## src/common/oflow_pkg.sv

```systemverilog
// data-path constants for the optical-flow frame controller
// imported by every RTL block of the tracker

package oflow_pkg;

	// ------------------------------------------------------------------------
	// box and set geometry
	// ------------------------------------------------------------------------
	localparam int PE_NUM      = 4;   // boxes per set, one per lane
	localparam int MAX_BBOX    = 16;  // boxes per frame
	localparam int BBOX_W      = 16;  // x in [15:8], y in [7:0]
	localparam int SET_W       = 2;   // set index, MAX_BBOX / PE_NUM sets
	localparam int BBOX_CNT_W  = 5;   // box count 0..16

	// ------------------------------------------------------------------------
	// scoring and frame bookkeeping
	// ------------------------------------------------------------------------
	localparam int SCORE_W     = 9;   // |dx| + |dy|, two 8-bit terms
	localparam int FRAME_NUM_W = 8;   // committed frame counter

	// lane counts as a conflict once its score is above this
	localparam int SCORE_TH    = 40;

	// more conflicts than this in one frame and the frame is dropped
	localparam int CONFLICT_TH = 3;
	localparam int CONFLICT_W  = 5;   // saturating conflict count

endpackage

```

## src/common/oflow_ctrl_pkg.sv

```systemverilog
// controller state and buffer command encodings
// used by the core FSM and the history buffer only

package oflow_ctrl_pkg;

	// frame sequencing states
	typedef enum logic [2:0] {
		IDLE_ST,       // waiting for frame_start
		SET_VARS_ST,   // set count and box counter loaded
		PE_ST,         // set handshake and scoring
		CONFLICT_ST,   // resolver run, frames after the first
		WRITE_ST       // bank commit
	} core_state_t;

	// history buffer command, one per cycle
	typedef enum logic [1:0] {
		BUF_NOP,
		BUF_STAGE,     // write captured set into staging bank
		BUF_COMMIT     // staging bank becomes history
	} buf_cmd_t;

endpackage

```

## src/oflow_core/oflow_core_fsm_top.sv

```systemverilog
// frame sequencing FSM of the tracker core
// runs the ack side of the DMA set handshake, drives PE capture, resolver
// and buffer commands, and counts committed frames

`timescale 1ns/100ps

module oflow_core_fsm_top (
	input  logic                               clk,
	input  logic                               reset_N,
	input  logic                               frame_start,
	input  logic [oflow_pkg::BBOX_CNT_W-1:0]   num_bbox,
	input  logic                               set_req,
	input  logic                               done_write,
	input  logic                               done_cr,
	input  logic                               drop,
	output logic                               set_ack,
	output logic                               ready_new_frame,
	output logic                               capture,
	output logic [oflow_pkg::PE_NUM-1:0]       lane_en,
	output logic [oflow_pkg::SET_W-1:0]        set_idx,
	output oflow_ctrl_pkg::buf_cmd_t           buf_cmd,
	output logic                               start_cr,
	output logic                               clear_cr,
	output logic                               frame_done,
	output logic                               valid_id,
	output logic                               frame_dropped,
	output logic [oflow_pkg::FRAME_NUM_W-1:0]  frame_num
);

	import oflow_pkg::*;
	import oflow_ctrl_pkg::*;

	core_state_t state, next_state;

	logic [BBOX_CNT_W-1:0] nb_q;       // box count of the current frame
	logic [BBOX_CNT_W-1:0] nb_round;   // count rounded up to a whole set
	logic [BBOX_CNT_W-1:0] remain;     // boxes not yet captured
	logic [SET_W:0]        sets_left;  // one bit wider, holds 4
	logic                  step;       // second cycle of CONFLICT/WRITE

	assign nb_round = nb_q + BBOX_CNT_W'(PE_NUM - 1);

	// ------------------------------------------------------------------------
	// next state and per-cycle strobes
	// ------------------------------------------------------------------------
	always_comb begin
		next_state      = state;
		ready_new_frame = 1'b0;
		capture         = 1'b0;
		buf_cmd         = BUF_NOP;
		start_cr        = 1'b0;
		clear_cr        = 1'b0;
		case (state)
			IDLE_ST: begin
				ready_new_frame = 1'b1;
				if (frame_start)
					next_state = SET_VARS_ST;
			end
			SET_VARS_ST: begin
				clear_cr   = 1'b1;   // fresh conflict count per frame
				next_state = PE_ST;
			end
			PE_ST: begin
				if (set_req && !set_ack && sets_left != '0) begin
					capture = 1'b1;  // set_data stable while req high
					buf_cmd = BUF_STAGE;
				end
				// last set acked and its req released
				if (sets_left == '0 && !set_ack)
					next_state = (frame_num == '0) ? WRITE_ST : CONFLICT_ST;
			end
			CONFLICT_ST: begin
				start_cr = !step;
				if (done_cr)
					next_state = drop ? IDLE_ST : WRITE_ST;
			end
			WRITE_ST: begin
				if (!step)
					buf_cmd = BUF_COMMIT;
				if (done_write)
					next_state = IDLE_ST;
			end
			default: next_state = IDLE_ST;
		endcase
	end

	// lanes below the remaining box count
	always_comb begin
		for (int i = 0; i < PE_NUM; i++)
			lane_en[i] = (remain > BBOX_CNT_W'(i));
	end

	always_ff @(posedge clk or negedge reset_N) begin
		if (!reset_N) begin
			state <= IDLE_ST;
			step  <= 1'b0;
		end else begin
			state <= next_state;
			step  <= (next_state == state);   // cleared on every state change
		end
	end

	// frame count latched with the start pulse
	always_ff @(posedge clk) begin
		if (state == IDLE_ST && frame_start)
			nb_q <= num_bbox;
	end

	// ------------------------------------------------------------------------
	// set counters and ack
	// ------------------------------------------------------------------------
	always_ff @(posedge clk or negedge reset_N) begin
		if (!reset_N) begin
			remain    <= '0;
			sets_left <= '0;
			set_idx   <= '0;
			set_ack   <= 1'b0;
		end else if (state == SET_VARS_ST) begin
			remain    <= nb_q;
			sets_left <= (SET_W + 1)'(nb_round / PE_NUM);   // ceil(nb / PE_NUM)
			set_idx   <= '0;
		end else if (capture) begin
			remain    <= (remain > BBOX_CNT_W'(PE_NUM)) ? remain - BBOX_CNT_W'(PE_NUM) : '0;
			sets_left <= sets_left - 1'b1;
			set_idx   <= set_idx + 1'b1;
			set_ack   <= 1'b1;
		end else if (set_ack && !set_req) begin
			set_ack   <= 1'b0;   // phase 4, DMA released req
		end
	end

	// ------------------------------------------------------------------------
	// frame counter and end-of-frame report
	// ------------------------------------------------------------------------
	always_ff @(posedge clk or negedge reset_N) begin
		if (!reset_N) begin
			frame_num     <= '0;
			frame_done    <= 1'b0;
			valid_id      <= 1'b0;
			frame_dropped <= 1'b0;
		end else begin
			frame_done    <= 1'b0;
			valid_id      <= 1'b0;
			frame_dropped <= 1'b0;
			if (state == CONFLICT_ST && done_cr && drop) begin
				frame_done    <= 1'b1;
				frame_dropped <= 1'b1;   // history and counter untouched
			end
			if (state == WRITE_ST && done_write) begin
				frame_done <= 1'b1;
				valid_id   <= (frame_num != '0);   // only after a resolver pass
				frame_num  <= frame_num + 1'b1;
			end
		end
	end

	// ack may only rise on a live request
	a_ack_on_req: assert property (@(posedge clk) disable iff (!reset_N)
		$rose(set_ack) |-> $past(set_req));

	// a captured set always carries at least one box
	a_capture_lanes: assert property (@(posedge clk) disable iff (!reset_N)
		capture |-> lane_en != '0);

endmodule

```

## src/oflow_core/oflow_pe_array.sv

```systemverilog
// four-lane PE array, scores a captured set against history
// score per lane is |dx| + |dy|, registered one cycle after capture

`timescale 1ns/100ps

module oflow_pe_array (
	input  logic                                        clk,
	input  logic                                        reset_N,
	input  logic                                        capture,
	input  logic [oflow_pkg::PE_NUM-1:0]                lane_en,
	input  logic [oflow_pkg::SET_W-1:0]                 set_idx,
	input  logic [oflow_pkg::PE_NUM*oflow_pkg::BBOX_W-1:0]  set_data,
	input  logic [oflow_pkg::PE_NUM*oflow_pkg::BBOX_W-1:0]  hist_data,
	output logic [oflow_pkg::PE_NUM-1:0]                score_valid,
	output logic [oflow_pkg::PE_NUM*oflow_pkg::SCORE_W-1:0] score,
	output logic [oflow_pkg::SET_W-1:0]                 score_set
);

	import oflow_pkg::*;

	// manhattan distance between two packed boxes
	function automatic logic [SCORE_W-1:0] box_dist(input logic [BBOX_W-1:0] a,
	                                                input logic [BBOX_W-1:0] b);
		logic [BBOX_W/2-1:0] dx;
		logic [BBOX_W/2-1:0] dy;
		dx = (a[BBOX_W-1 -: BBOX_W/2] > b[BBOX_W-1 -: BBOX_W/2]) ?
		     a[BBOX_W-1 -: BBOX_W/2] - b[BBOX_W-1 -: BBOX_W/2] :
		     b[BBOX_W-1 -: BBOX_W/2] - a[BBOX_W-1 -: BBOX_W/2];
		dy = (a[BBOX_W/2-1:0] > b[BBOX_W/2-1:0]) ?
		     a[BBOX_W/2-1:0] - b[BBOX_W/2-1:0] :
		     b[BBOX_W/2-1:0] - a[BBOX_W/2-1:0];
		return SCORE_W'(dx) + SCORE_W'(dy);   // 9 bits, no overflow
	endfunction

	// valid mask, live for exactly one cycle per capture
	always_ff @(posedge clk or negedge reset_N) begin
		if (!reset_N)
			score_valid <= '0;
		else
			score_valid <= capture ? lane_en : '0;
	end

	// lane results, back-to-back captures allowed
	always_ff @(posedge clk) begin
		if (capture) begin
			score_set <= set_idx;
			for (int i = 0; i < PE_NUM; i++)
				if (lane_en[i])   // idle lanes keep old value
					score[i*SCORE_W +: SCORE_W] <=
						box_dist(set_data[i*BBOX_W +: BBOX_W], hist_data[i*BBOX_W +: BBOX_W]);
		end
	end

	// results only follow a capture
	a_valid_after_capture: assert property (@(posedge clk) disable iff (!reset_N)
		(score_valid != '0) |-> $past(capture));

endmodule

```

## src/oflow_core/oflow_conflict_resolve.sv

```systemverilog
// per-frame conflict counter and keep/drop decision
// counts valid lanes scoring above SCORE_TH, decides on start_cr

`timescale 1ns/100ps

module oflow_conflict_resolve (
	input  logic                                        clk,
	input  logic                                        reset_N,
	input  logic                                        clear_cr,
	input  logic [oflow_pkg::PE_NUM-1:0]                score_valid,
	input  logic [oflow_pkg::PE_NUM*oflow_pkg::SCORE_W-1:0] score,
	input  logic                                        start_cr,
	output logic                                        done_cr,
	output logic                                        drop
);

	import oflow_pkg::*;

	logic [CONFLICT_W-1:0] cnt;    // conflicts so far this frame
	logic [CONFLICT_W-1:0] hits;   // conflicting lanes this cycle
	logic [CONFLICT_W:0]   sum;    // carry bit flags saturation

	always_comb begin
		hits = '0;
		for (int i = 0; i < PE_NUM; i++)
			if (score_valid[i] && score[i*SCORE_W +: SCORE_W] > SCORE_W'(SCORE_TH))
				hits = hits + 1'b1;
		sum = cnt + hits;
	end

	always_ff @(posedge clk or negedge reset_N) begin
		if (!reset_N)
			cnt <= '0;
		else if (clear_cr)
			cnt <= '0;                     // new frame
		else if (sum[CONFLICT_W])
			cnt <= '1;                     // saturate
		else
			cnt <= sum[CONFLICT_W-1:0];
	end

	// decision ready the cycle after start_cr
	always_ff @(posedge clk or negedge reset_N) begin
		if (!reset_N) begin
			done_cr <= 1'b0;
			drop    <= 1'b0;
		end else begin
			done_cr <= start_cr;
			if (start_cr)
				drop <= (cnt > CONFLICT_W'(CONFLICT_TH));
		end
	end

endmodule

```

## src/rtl/oflow_mem_buffer.sv

```systemverilog
// two-bank history store, reads from history bank, stages into the other
// BUF_COMMIT swaps banks; slots not staged this frame carry over

`timescale 1ns/100ps

module oflow_mem_buffer (
	input  logic                                        clk,
	input  logic                                        reset_N,
	input  oflow_ctrl_pkg::buf_cmd_t                    buf_cmd,
	input  logic [oflow_pkg::SET_W-1:0]                 set_idx,
	input  logic [oflow_pkg::PE_NUM*oflow_pkg::BBOX_W-1:0]  set_data,
	input  logic [oflow_pkg::SET_W-1:0]                 read_idx,
	output logic [oflow_pkg::PE_NUM*oflow_pkg::BBOX_W-1:0]  hist_data,
	output logic                                        done_write
);

	import oflow_pkg::*;
	import oflow_ctrl_pkg::*;

	logic [BBOX_W-1:0]   mem [2][MAX_BBOX];
	logic                bank_sel;   // history bank index
	logic [MAX_BBOX-1:0] staged;     // slots written since frame start

	// history read, same cycle as capture
	always_comb begin
		for (int i = 0; i < PE_NUM; i++)
			hist_data[i*BBOX_W +: BBOX_W] = mem[bank_sel][read_idx*PE_NUM + i];
	end

	always_ff @(posedge clk or negedge reset_N) begin
		if (!reset_N) begin
			bank_sel   <= 1'b0;
			staged     <= '0;
			done_write <= 1'b0;
			for (int b = 0; b < 2; b++)
				for (int k = 0; k < MAX_BBOX; k++)
					mem[b][k] <= '0;   // zero history for the first frame
		end else begin
			done_write <= (buf_cmd == BUF_COMMIT);
			case (buf_cmd)
				BUF_STAGE: begin
					// set 0 opens a frame, drops any stale marks from a dropped one
					if (set_idx == '0)
						staged <= '0;
					for (int i = 0; i < PE_NUM; i++) begin
						mem[!bank_sel][set_idx*PE_NUM + i] <= set_data[i*BBOX_W +: BBOX_W];
						staged[set_idx*PE_NUM + i]         <= 1'b1;
					end
				end
				BUF_COMMIT: begin
					for (int k = 0; k < MAX_BBOX; k++)
						if (!staged[k])
							mem[!bank_sel][k] <= mem[bank_sel][k];   // carry old box
					bank_sel <= !bank_sel;
				end
				default: ;
			endcase
		end
	end

endmodule

```

## src/rtl/oflow_tracker_top.sv

```systemverilog
// tracker top level, DMA set handshake in, lane scores and frame status out
// wires the core FSM, PE array, conflict resolver and history buffer

`timescale 1ns/100ps

module oflow_tracker_top (
	input  logic                                        clk,
	input  logic                                        reset_N,
	input  logic                                        frame_start,
	input  logic [oflow_pkg::BBOX_CNT_W-1:0]            num_bbox,
	input  logic                                        set_req,
	input  logic [oflow_pkg::PE_NUM*oflow_pkg::BBOX_W-1:0]  set_data,
	output logic                                        set_ack,
	output logic                                        ready_new_frame,
	output logic [oflow_pkg::PE_NUM-1:0]                score_valid,
	output logic [oflow_pkg::PE_NUM*oflow_pkg::SCORE_W-1:0] score,
	output logic [oflow_pkg::SET_W-1:0]                 score_set,
	output logic                                        frame_done,
	output logic                                        valid_id,
	output logic                                        frame_dropped,
	output logic [oflow_pkg::FRAME_NUM_W-1:0]           frame_num
);

	import oflow_pkg::*;

	// ------------------------------------------------------------------------
	// controller side
	// ------------------------------------------------------------------------
	logic                     capture;
	logic [PE_NUM-1:0]        lane_en;
	logic [SET_W-1:0]         set_idx;
	oflow_ctrl_pkg::buf_cmd_t buf_cmd;
	logic                     start_cr, clear_cr;
	logic                     done_cr, drop;
	logic                     done_write;
	logic [PE_NUM*BBOX_W-1:0] hist_data;   // history boxes for set_idx

	oflow_core_fsm_top core_fsm (
		.clk, .reset_N, .frame_start, .num_bbox, .set_req,
		.done_write, .done_cr, .drop,
		.set_ack, .ready_new_frame, .capture, .lane_en, .set_idx, .buf_cmd,
		.start_cr, .clear_cr, .frame_done, .valid_id, .frame_dropped, .frame_num
	);

	oflow_pe_array pe_array (
		.clk, .reset_N, .capture, .lane_en, .set_idx, .set_data, .hist_data,
		.score_valid, .score, .score_set
	);

	// watches the same score stream as the output
	oflow_conflict_resolve conflict_resolve (
		.clk, .reset_N, .clear_cr, .score_valid, .score, .start_cr,
		.done_cr, .drop
	);

	oflow_mem_buffer mem_buffer (
		.clk, .reset_N, .buf_cmd, .set_idx, .set_data,
		.read_idx (set_idx),   // PE reads the slots being captured
		.hist_data, .done_write
	);

endmodule

```

## config.mk

```make
export PLATFORM = sky130hd
export DESIGN_NAME = oflow_tracker_top
export DESIGN_NICKNAME = d
export VERILOG_FILES = /design/src/common/oflow_pkg.sv /design/src/common/oflow_ctrl_pkg.sv /design/src/oflow_core/oflow_core_fsm_top.sv /design/src/oflow_core/oflow_pe_array.sv /design/src/oflow_core/oflow_conflict_resolve.sv /design/src/rtl/oflow_mem_buffer.sv /design/src/rtl/oflow_tracker_top.sv
export SDC_FILE = /design/constraint.sdc
export NUM_CORES = 2
export LEC_CHECK = 0
export BUFFER_PORTS_ARGS = -buffer_cell sky130_fd_sc_hd__buf_4
export CORE_ASPECT_RATIO = 1.2
export CORE_UTILIZATION = 58
export CTS_BUF_LIST = sky130_fd_sc_hd__clkbuf_16
export DETAILED_ROUTE_END_ITERATION = 16
export PLACE_DENSITY = 0.77
export SYNTH_ARGS = -nofsm -noshare
export SYNTH_HDL_FRONTEND = slang
export SYNTH_HIERARCHICAL = 1
export SYNTH_SLANG_ARGS = --single-unit
```

## constraint.sdc

```tcl
create_clock -name clk -period 12.6 [get_ports clk]
set_input_delay 1.26 -clock clk [delete_from_list [all_inputs] [get_ports clk]]
set_output_delay 1.26 -clock clk [all_outputs]
set_load 0.02 [all_outputs]
```

Word level (Yosys, flattened, before mapping)

Cells that the tools add are included.

$add $sub $neg: 32
Magnitude comparators: 37
Equality and inequality tests: 7
Muxes and demuxes: 167
Bitwise gates (word level): 11
Reductions and logical operators: 39

Operators by type and width:

| cell                                                                           | count |
|---|---|
| 512-bit two-way mux                                                            | 31 |
| 512-bit bitwise mux                                                            | 20 |
| 256-bit demux with 1-bit select                                                | 20 |
| 256-bit two-way mux                                                            | 8 |
| 512-bit case mux with 2 select lines                                           | 1 |
| 16-bit binary-select mux with 4-bit select                                     | 4 |
| 16-bit demux with 4-bit select                                                 | 4 |
| 16-bit two-way mux                                                             | 15 |
| 240-bit two-way mux                                                            | 1 |
| 224-bit two-way mux                                                            | 1 |
| 208-bit two-way mux                                                            | 1 |
| 192-bit two-way mux                                                            | 1 |
| 176-bit two-way mux                                                            | 1 |
| 160-bit two-way mux                                                            | 1 |
| 144-bit two-way mux                                                            | 1 |
| 33-bit by 5-bit >= comparator with 1-bit output (second input constant)        | 4 |
| 33-bit by 1-bit less-than comparator with 1-bit output (second input constant) | 4 |
| 128-bit two-way mux                                                            | 1 |
| 8-bit subtractor                                                               | 16 |
| 112-bit two-way mux                                                            | 1 |
| 32-bit inverter with 33-bit output                                             | 3 |
| 32-bit by 1-bit >= comparator with 1-bit output (second input constant)        | 3 |
| 32-bit by 5-bit less-than comparator with 1-bit output (second input constant) | 3 |
| 96-bit two-way mux                                                             | 1 |
| other kinds (54)                                                               | 147 |

Register bits after elaboration: 610
Word-level logic and storage cells: 348

Longest topological paths before layout

Depth in word-level cells: 54
Mapped depth: 21

By module

Netlist, hierarchy kept.

Modules (own cells, without submodules):

| module                 | instances | cells an instance | area each (sq um) | seq. area each (sq um) |
|---|---|---|---|---|
| oflow_mem_buffer       | 1         | 2107              | 29240.5           | 13112.6 |
| oflow_pe_array         | 1         | 935               | 7872.6            | 1241.2 |
| oflow_core_fsm_top     | 1         | 162               | 1627.8            | 800.8 |
| oflow_conflict_resolve | 1         | 70                | 635.6             | 175.2 |

Worst setup path after synthesis

OpenSTA, ideal clock, no wires.

Path type: register to register
Start: register mem_buffer.bank_sel
End: register pe_array/score[8] in the netlist's numbering (data pin)
Setup time: 0.254 ns
Data arrival time: 4.616 ns
Data required time: 12.346 ns
Slack: 7.730 ns
Stages on the path, launching flop included: 19
Path buffers: 5
Clock period less this slack: 4.870 ns
Path through: dfrtp_1 -> buf_6 -> clkbuf_1 -> buf_2 -> mux4_2 -> mux2_2 -> ha_1 -> clkbuf_1 -> nand3_1 -> a21oi_1 -> o22a_1 -> buf_2 -> mux2_1 -> fa_1 -> a21o_1 -> a21oi_1 -> o21ai_0 -> a21o_1 -> a21o_1

Word-level cells in the longest chain between the ends: 10
Elaborated cells between the ends (all ways): 16

Ends and longest elaborated chain:

| what                                                     | RTL line                | text |
|---|---|---|
| start, declared                                          | oflow_mem_buffer.sv:21  | `logic bank_sel;` |
| start signal, assigned                                   | oflow_mem_buffer.sv:54  | `bank_sel <= !bank_sel;` |
| 1-bit inverter with 2-bit output (implied by the code) * | oflow_mem_buffer.sv:27  | `hist_data[i*BBOX_W +: BBOX_W] = mem[bank_sel][read_idx*PE_NUM + i];` |
| 256-bit two-way mux (implied by the code) *              | oflow_mem_buffer.sv:27  |  |
| 256-bit two-way mux * (2 in series)                      | --                      |  |
| 16-bit binary-select mux with 4-bit select *             | oflow_mem_buffer.sv:27  |  |
| 16-bit two-way mux (implied by the code) * (2 in series) | oflow_mem_buffer.sv:27  |  |
| named net hist_data[10]                                  | oflow_tracker_top.sv:36 | `logic [PE_NUM*BBOX_W-1:0] hist_data;` |
| 8-bit subtractor, or another cell as far along           | oflow_pe_array.sv:28    | `b[BBOX_W-1 -: BBOX_W/2] - a[BBOX_W-1 -: BBOX_W/2];` |
| 8-bit two-way mux *                                      | oflow_pe_array.sv:26    | `dx = (a[BBOX_W-1 -: BBOX_W/2] > b[BBOX_W-1 -: BBOX_W/2]) ?` |
| 8-bit by 8-bit adder with 9-bit output *                 | oflow_pe_array.sv:32    | `return SCORE_W'(dx) + SCORE_W'(dy);` |
| end signal, assigned by index                            | oflow_pe_array.sv:49    | `score[i*SCORE_W +: SCORE_W] <=` |
| end, declared                                            | oflow_pe_array.sv:15    | `output logic [oflow_pkg::PE_NUM*oflow_pkg::SCORE_W-1:0] score,` |

Mark *: on every way through the listed nets, which the timed path passes. The rest lies on a longest branch. The select of a mux whose other input is x is not followed.
A chain may end at the register's enable or synchronous reset.

Worst setup path in the final report

Start: register mem_buffer.bank_sel
End: register pe_array/score[35] in the netlist's numbering (data pin)

Word-level cells in the longest chain between the ends: 10
Elaborated cells between the ends (all ways): 16

Ends and longest elaborated chain:

| what                                                     | RTL line                | text |
|---|---|---|
| 1-bit inverter with 2-bit output (implied by the code) * | oflow_mem_buffer.sv:27  |  |
| 256-bit two-way mux (implied by the code) *              | oflow_mem_buffer.sv:27  |  |
| 256-bit two-way mux * (2 in series)                      | --                      |  |
| 16-bit binary-select mux with 4-bit select *             | oflow_mem_buffer.sv:27  |  |
| 16-bit two-way mux (implied by the code) * (2 in series) | oflow_mem_buffer.sv:27  |  |
| named net hist_data[53]                                  | oflow_tracker_top.sv:36 |  |
| 8-bit subtractor, or another cell as far along           | oflow_pe_array.sv:31    | `b[BBOX_W/2-1:0] - a[BBOX_W/2-1:0];` |
| 8-bit two-way mux *                                      | oflow_pe_array.sv:29    | `dy = (a[BBOX_W/2-1:0] > b[BBOX_W/2-1:0]) ?` |
| 8-bit by 8-bit adder with 9-bit output *                 | oflow_pe_array.sv:32    |  |

Marks and branches as above.

==> results list <==
- For the worst setup path, the data arrival time is 6730 ps.
- Number of non-filler instances in the completed layout: 4159
- Total Neg Setup Slack: 0 ps
* Category of the worst setup path capture point: flop
- Clock network latency to the later pin of the worst-skew pair: 660 ps
- On the worst path, the slowest cell contributes a delay of 830 ps.
- For this design the top-level I/O count stands at 128.
* Area fraction of the dominant cell type after synthesis: 35.7%
- Count of input and output buffers: 127
- The share of total power dissipated in sequential elements is 28.4%.
* Number of logic stages on the critical path including buffering: 16
* Sinks on the clock net: 604
- Depth of the worst register-to-register path: 16
- Number of vias in the routed layout: roughly 29000
- Number of cells on the worst hold path: 1
- Total half-perimeter wirelength after legalization and detailed placement: 68.6 mm
- Cells with a size suffix above 1 make up between 30% and 40% of the layout.
- Global routing used 32.7% of the available tracks across all layers.
- Count of flip-flops with a built-in enable after synthesis: 43
* Antenna viol nets, final: 0
* Final Skew: 39.1 ps
* Most frequent cells in the layout: dfrtp_1, mux2_2, a22o_1, inv_1, buf_4
* CTS buffer count: 60
- Number of warnings reported in the yosys synthesis log: 6
- The layout has 5164 filler cells.
- Core Region: 67100 um2
- Of the total power, the share spent switching nets is 40.9%.
- The first global-routing pass estimated 174 mm of wire.
- Worst min path class: flop to flop
- The library cell used most frequently in the layout, excluding fill and tap cells, is dfrtp_1.
- In the synthesized netlist the async set-or-reset flop fraction comes to 92.9%.
* Height of the die: 287 um
* Critical-path cell list: buf_12 > buf_4 > mux4_2 > mux2_2 > ha_1 > a211oi_1 > o21bai_1 > o22a_1 > mux2i_1 > xnor2_1 > ha_1 > nor2b_1 > o21ai_1 > a21boi_0 > o31a_1 > o22a_1
* Achievable clock frequency: around 160 MHz
- Entering global routing, the biggest net connects 180 pins.
- Crit path max-delay cell type: buf_4
- Total power divided by cell area: 242 nW/um2
- TritonCTS built the clock tree.
- Setup repair after global routing left no endpoint under its margin.
- Final WL: ~110 mm
- Avg Cell Area, Syn: between 10 and 15 um2
- Cells after Synth: 3274
- Fin. max-slew vios: 0
- Highest fanout seen on the critical path: approximately 100
- Switch Pwr: 4.21 mW
- Across the run, the number of max-cap violations was 0.
- Netlist area before placement: 39400 um2
- Slew of the pin with the lowest slew margin: 1310 ps
- The via count of the first global-routing pass is 30500.
- Total leakage power: 19.6 nW
- Total die area: 68900 um2
* Setup CP Type: flop to flop
- Setup violations remaining at the end of the flow were counted as 0.
- The routed design could run at a clock period as short as approximately 6300 ps.
- Yosys attributes the largest share of cell area to dfrtp_1, mux2_2, a22o_1.
* Post-synth top area cell: dfrtp_1
* # rows: 104
- No sink is reached through more buffers than the 3 on the longest clock path.
* CP delay by family, top: compound AO/OA/AOI/OAI gates
* Placed insts: around 4000
- Buffer count from post-CTS setup fixing: 0
* Most used DFF post-synth: dfrtp_1
- Hold bufs inserted after CTS: 0
- Hold Fails Final Rpt: 0
- From synthesis to final layout, the design area changed by 8.28%.
* Unique masters post-synth: 88
- Post-layout nets: 3468
* Flip-flop and latch count after synthesis: between 600 and 700
- Ratio of routed vias to standard cells: 6.91
* Final weighted congestion in routability-driven placement: 0.898
* Part of the Yosys area used for sequential elements: 38.9%
- Cell-internal power: 6.09 mW
- CTS HTree Levels: 2
- CTS root buffer: clkbuf_16
- Relative contribution of the clock network to total power: a little under a fifth
- Resized Gates After CTS: 0
* Overflow left after global routing: 0
- Initial core utilization: 58.6%
- Measured against its own limit, the worst slew margin works out to around 13%.
- The flow ran to the end, and the final reports show no timing, DRC or antenna violations.
- The first detailed-routing pass took 7 iterations.
- Counting both buffers and inverters, the worst setup path holds a total of 2.
- Width of the die: 240 um
* Comb power frac: 53.4%
* Hold Slack: 471 ps
- For this block, the initial DRC count from the detailed router was 2567.
- Initial antenna violation count: 2
- Required arrival time at the worst endpoint: 13000 ps
- The final critical path takes up 50.2% of the cycle.
- Counting every net in the synthesized netlist gives 3536.
- For this run, design rule violations remaining after detail routing come to 0.
- After detailed routing, the average wire length per cell comes to around 27 um.
* Sort of element at the start of the critical path: flop
* Clock-pin slew on the worst setup and hold paths: 60 ps
- VDD sags by at most 0.000356 V.
flip-flops by register name, summed over array words and instances, names as in the netlist, 3 cells and up, named ones only:
register / count
mem_buffer/mem: 512
core_fsm/state: 3
mem_buffer/staged: 8
pe_array/score: 36
core_fsm/remain: 5
core_fsm/sets_left: 3
conflict_resolve/cnt: 5
core_fsm/frame_num: 8
core_fsm/nb_q: 5
pe_array/score_valid: 4
path summary, 6_finish.rpt:
path,startpoint,end,slack [ps]
setup / recovery,mem_buffer/bank_sel,pe_array/score[35],6270
setup reg to reg,mem_buffer/bank_sel,pe_array/score[35],6270
hold reg to reg,core_fsm/step,conflict_resolve/done_cr,470
hold / removal,core_fsm/step,conflict_resolve/done_cr,470
min in group asynchronous,reset_N,core_fsm/frame_num[5],580
max in group asynchronous,reset_N,mem_buffer/mem[117],9460
worst register-to-register path, cell delays in order (launching register included):
cell and delay [ps]:
dfrtp_4 800, buf_12 610, buf_4 890, mux4_2 630, mux2_2 300, ha_1 460, a211oi_1 130, o21bai_1 210
o22a_1 400, mux2i_1 270, xnor2_1 170, ha_1 310, nor2b_1 160, o21ai_1 150, a21boi_0 150, o31a_1 280
o22a_1 170
synthesized netlist by cell type, types with 47 or more instances:
library cell  count
clkbuf_1        183
inv_1           176
mux2_2          544
ha_1            168
dfrtp_1         561
nand2_1          61
buf_2            75
mux4_2          128
xnor2_1          47
a22o_1          512
a21oi_1          97
cell type report:
| class | instances | area (um2) | area share, % |
|---|---|---|---|
| clock buffer | 62 | 1550 | 3.64 |
| antenna | 2 | 5.00 | 0.0117 |
| multi-input combinational | 2175 | 22100 | 51.7 |
| clock inverter | 50 | 460 | 1.08 |
| timing repair buffer | 182 | 1410 | 3.31 |
| tap | 901 | 1130 | 2.64 |
| inverter | 183 | 687 | 1.61 |
| sequential | 604 | 15300 | 36.0 |
per-stage QoR:
step                      area [um2]  setup WS, ps  total power, mW  util [%]
final                          42600          6270             10.3      63.5
after global routing           42600          5800             10.9      63.5
after global placement         40600          6290             8.14      60.5
after CTS                      42600          6220             10.3      63.5
after floorplan                39400          7730             6.98         -
after detailed placement       40600          6220             8.37      60.5
power groups by stage:
| stage | sequential, mW | clock (mW) | combinational (mW) |
|---|---|---|---|
| 2_1_floorplan | 2.86 | 0 | 4.11 |
| 3_3_place_gp | 2.90 | 0 | 5.24 |
| 3_5_place_dp | 2.94 | 0 | 5.42 |
| 4_1_cts | 2.92 | 1.89 | 5.46 |
| 5_1_grt | 2.97 | 1.97 | 5.95 |
| 6_report | 2.92 | 1.88 | 5.50 |
kinds of logic after synthesis:
| family | synth area share [%] |
|---|---|
| multiplexers | 25.7 |
| adder cells (fa/ha/maj) | 6.41 |
| AO/OA/AOI/OAI | 17.5 |
| AND/OR/NAND/NOR | 4.41 |
| flip-flops | 38.9 |
| buffers and inverters | 5.39 |
| XOR/XNOR | 1.69 |
| other | 0.00952 |
metal layers:
layer / global-route usage [%] / vias up / wire [um]
li1: - / 12200 / -
met1: 40.7 / 14800 / 42700
met2: 56.7 / 1367 / 56600
met3: 4.87 / 330 / 8330
met4: 13.5 / 0 / 4460
met5: 0 / - / 0
Note: power is estimated with default switching activity, not from simulation.
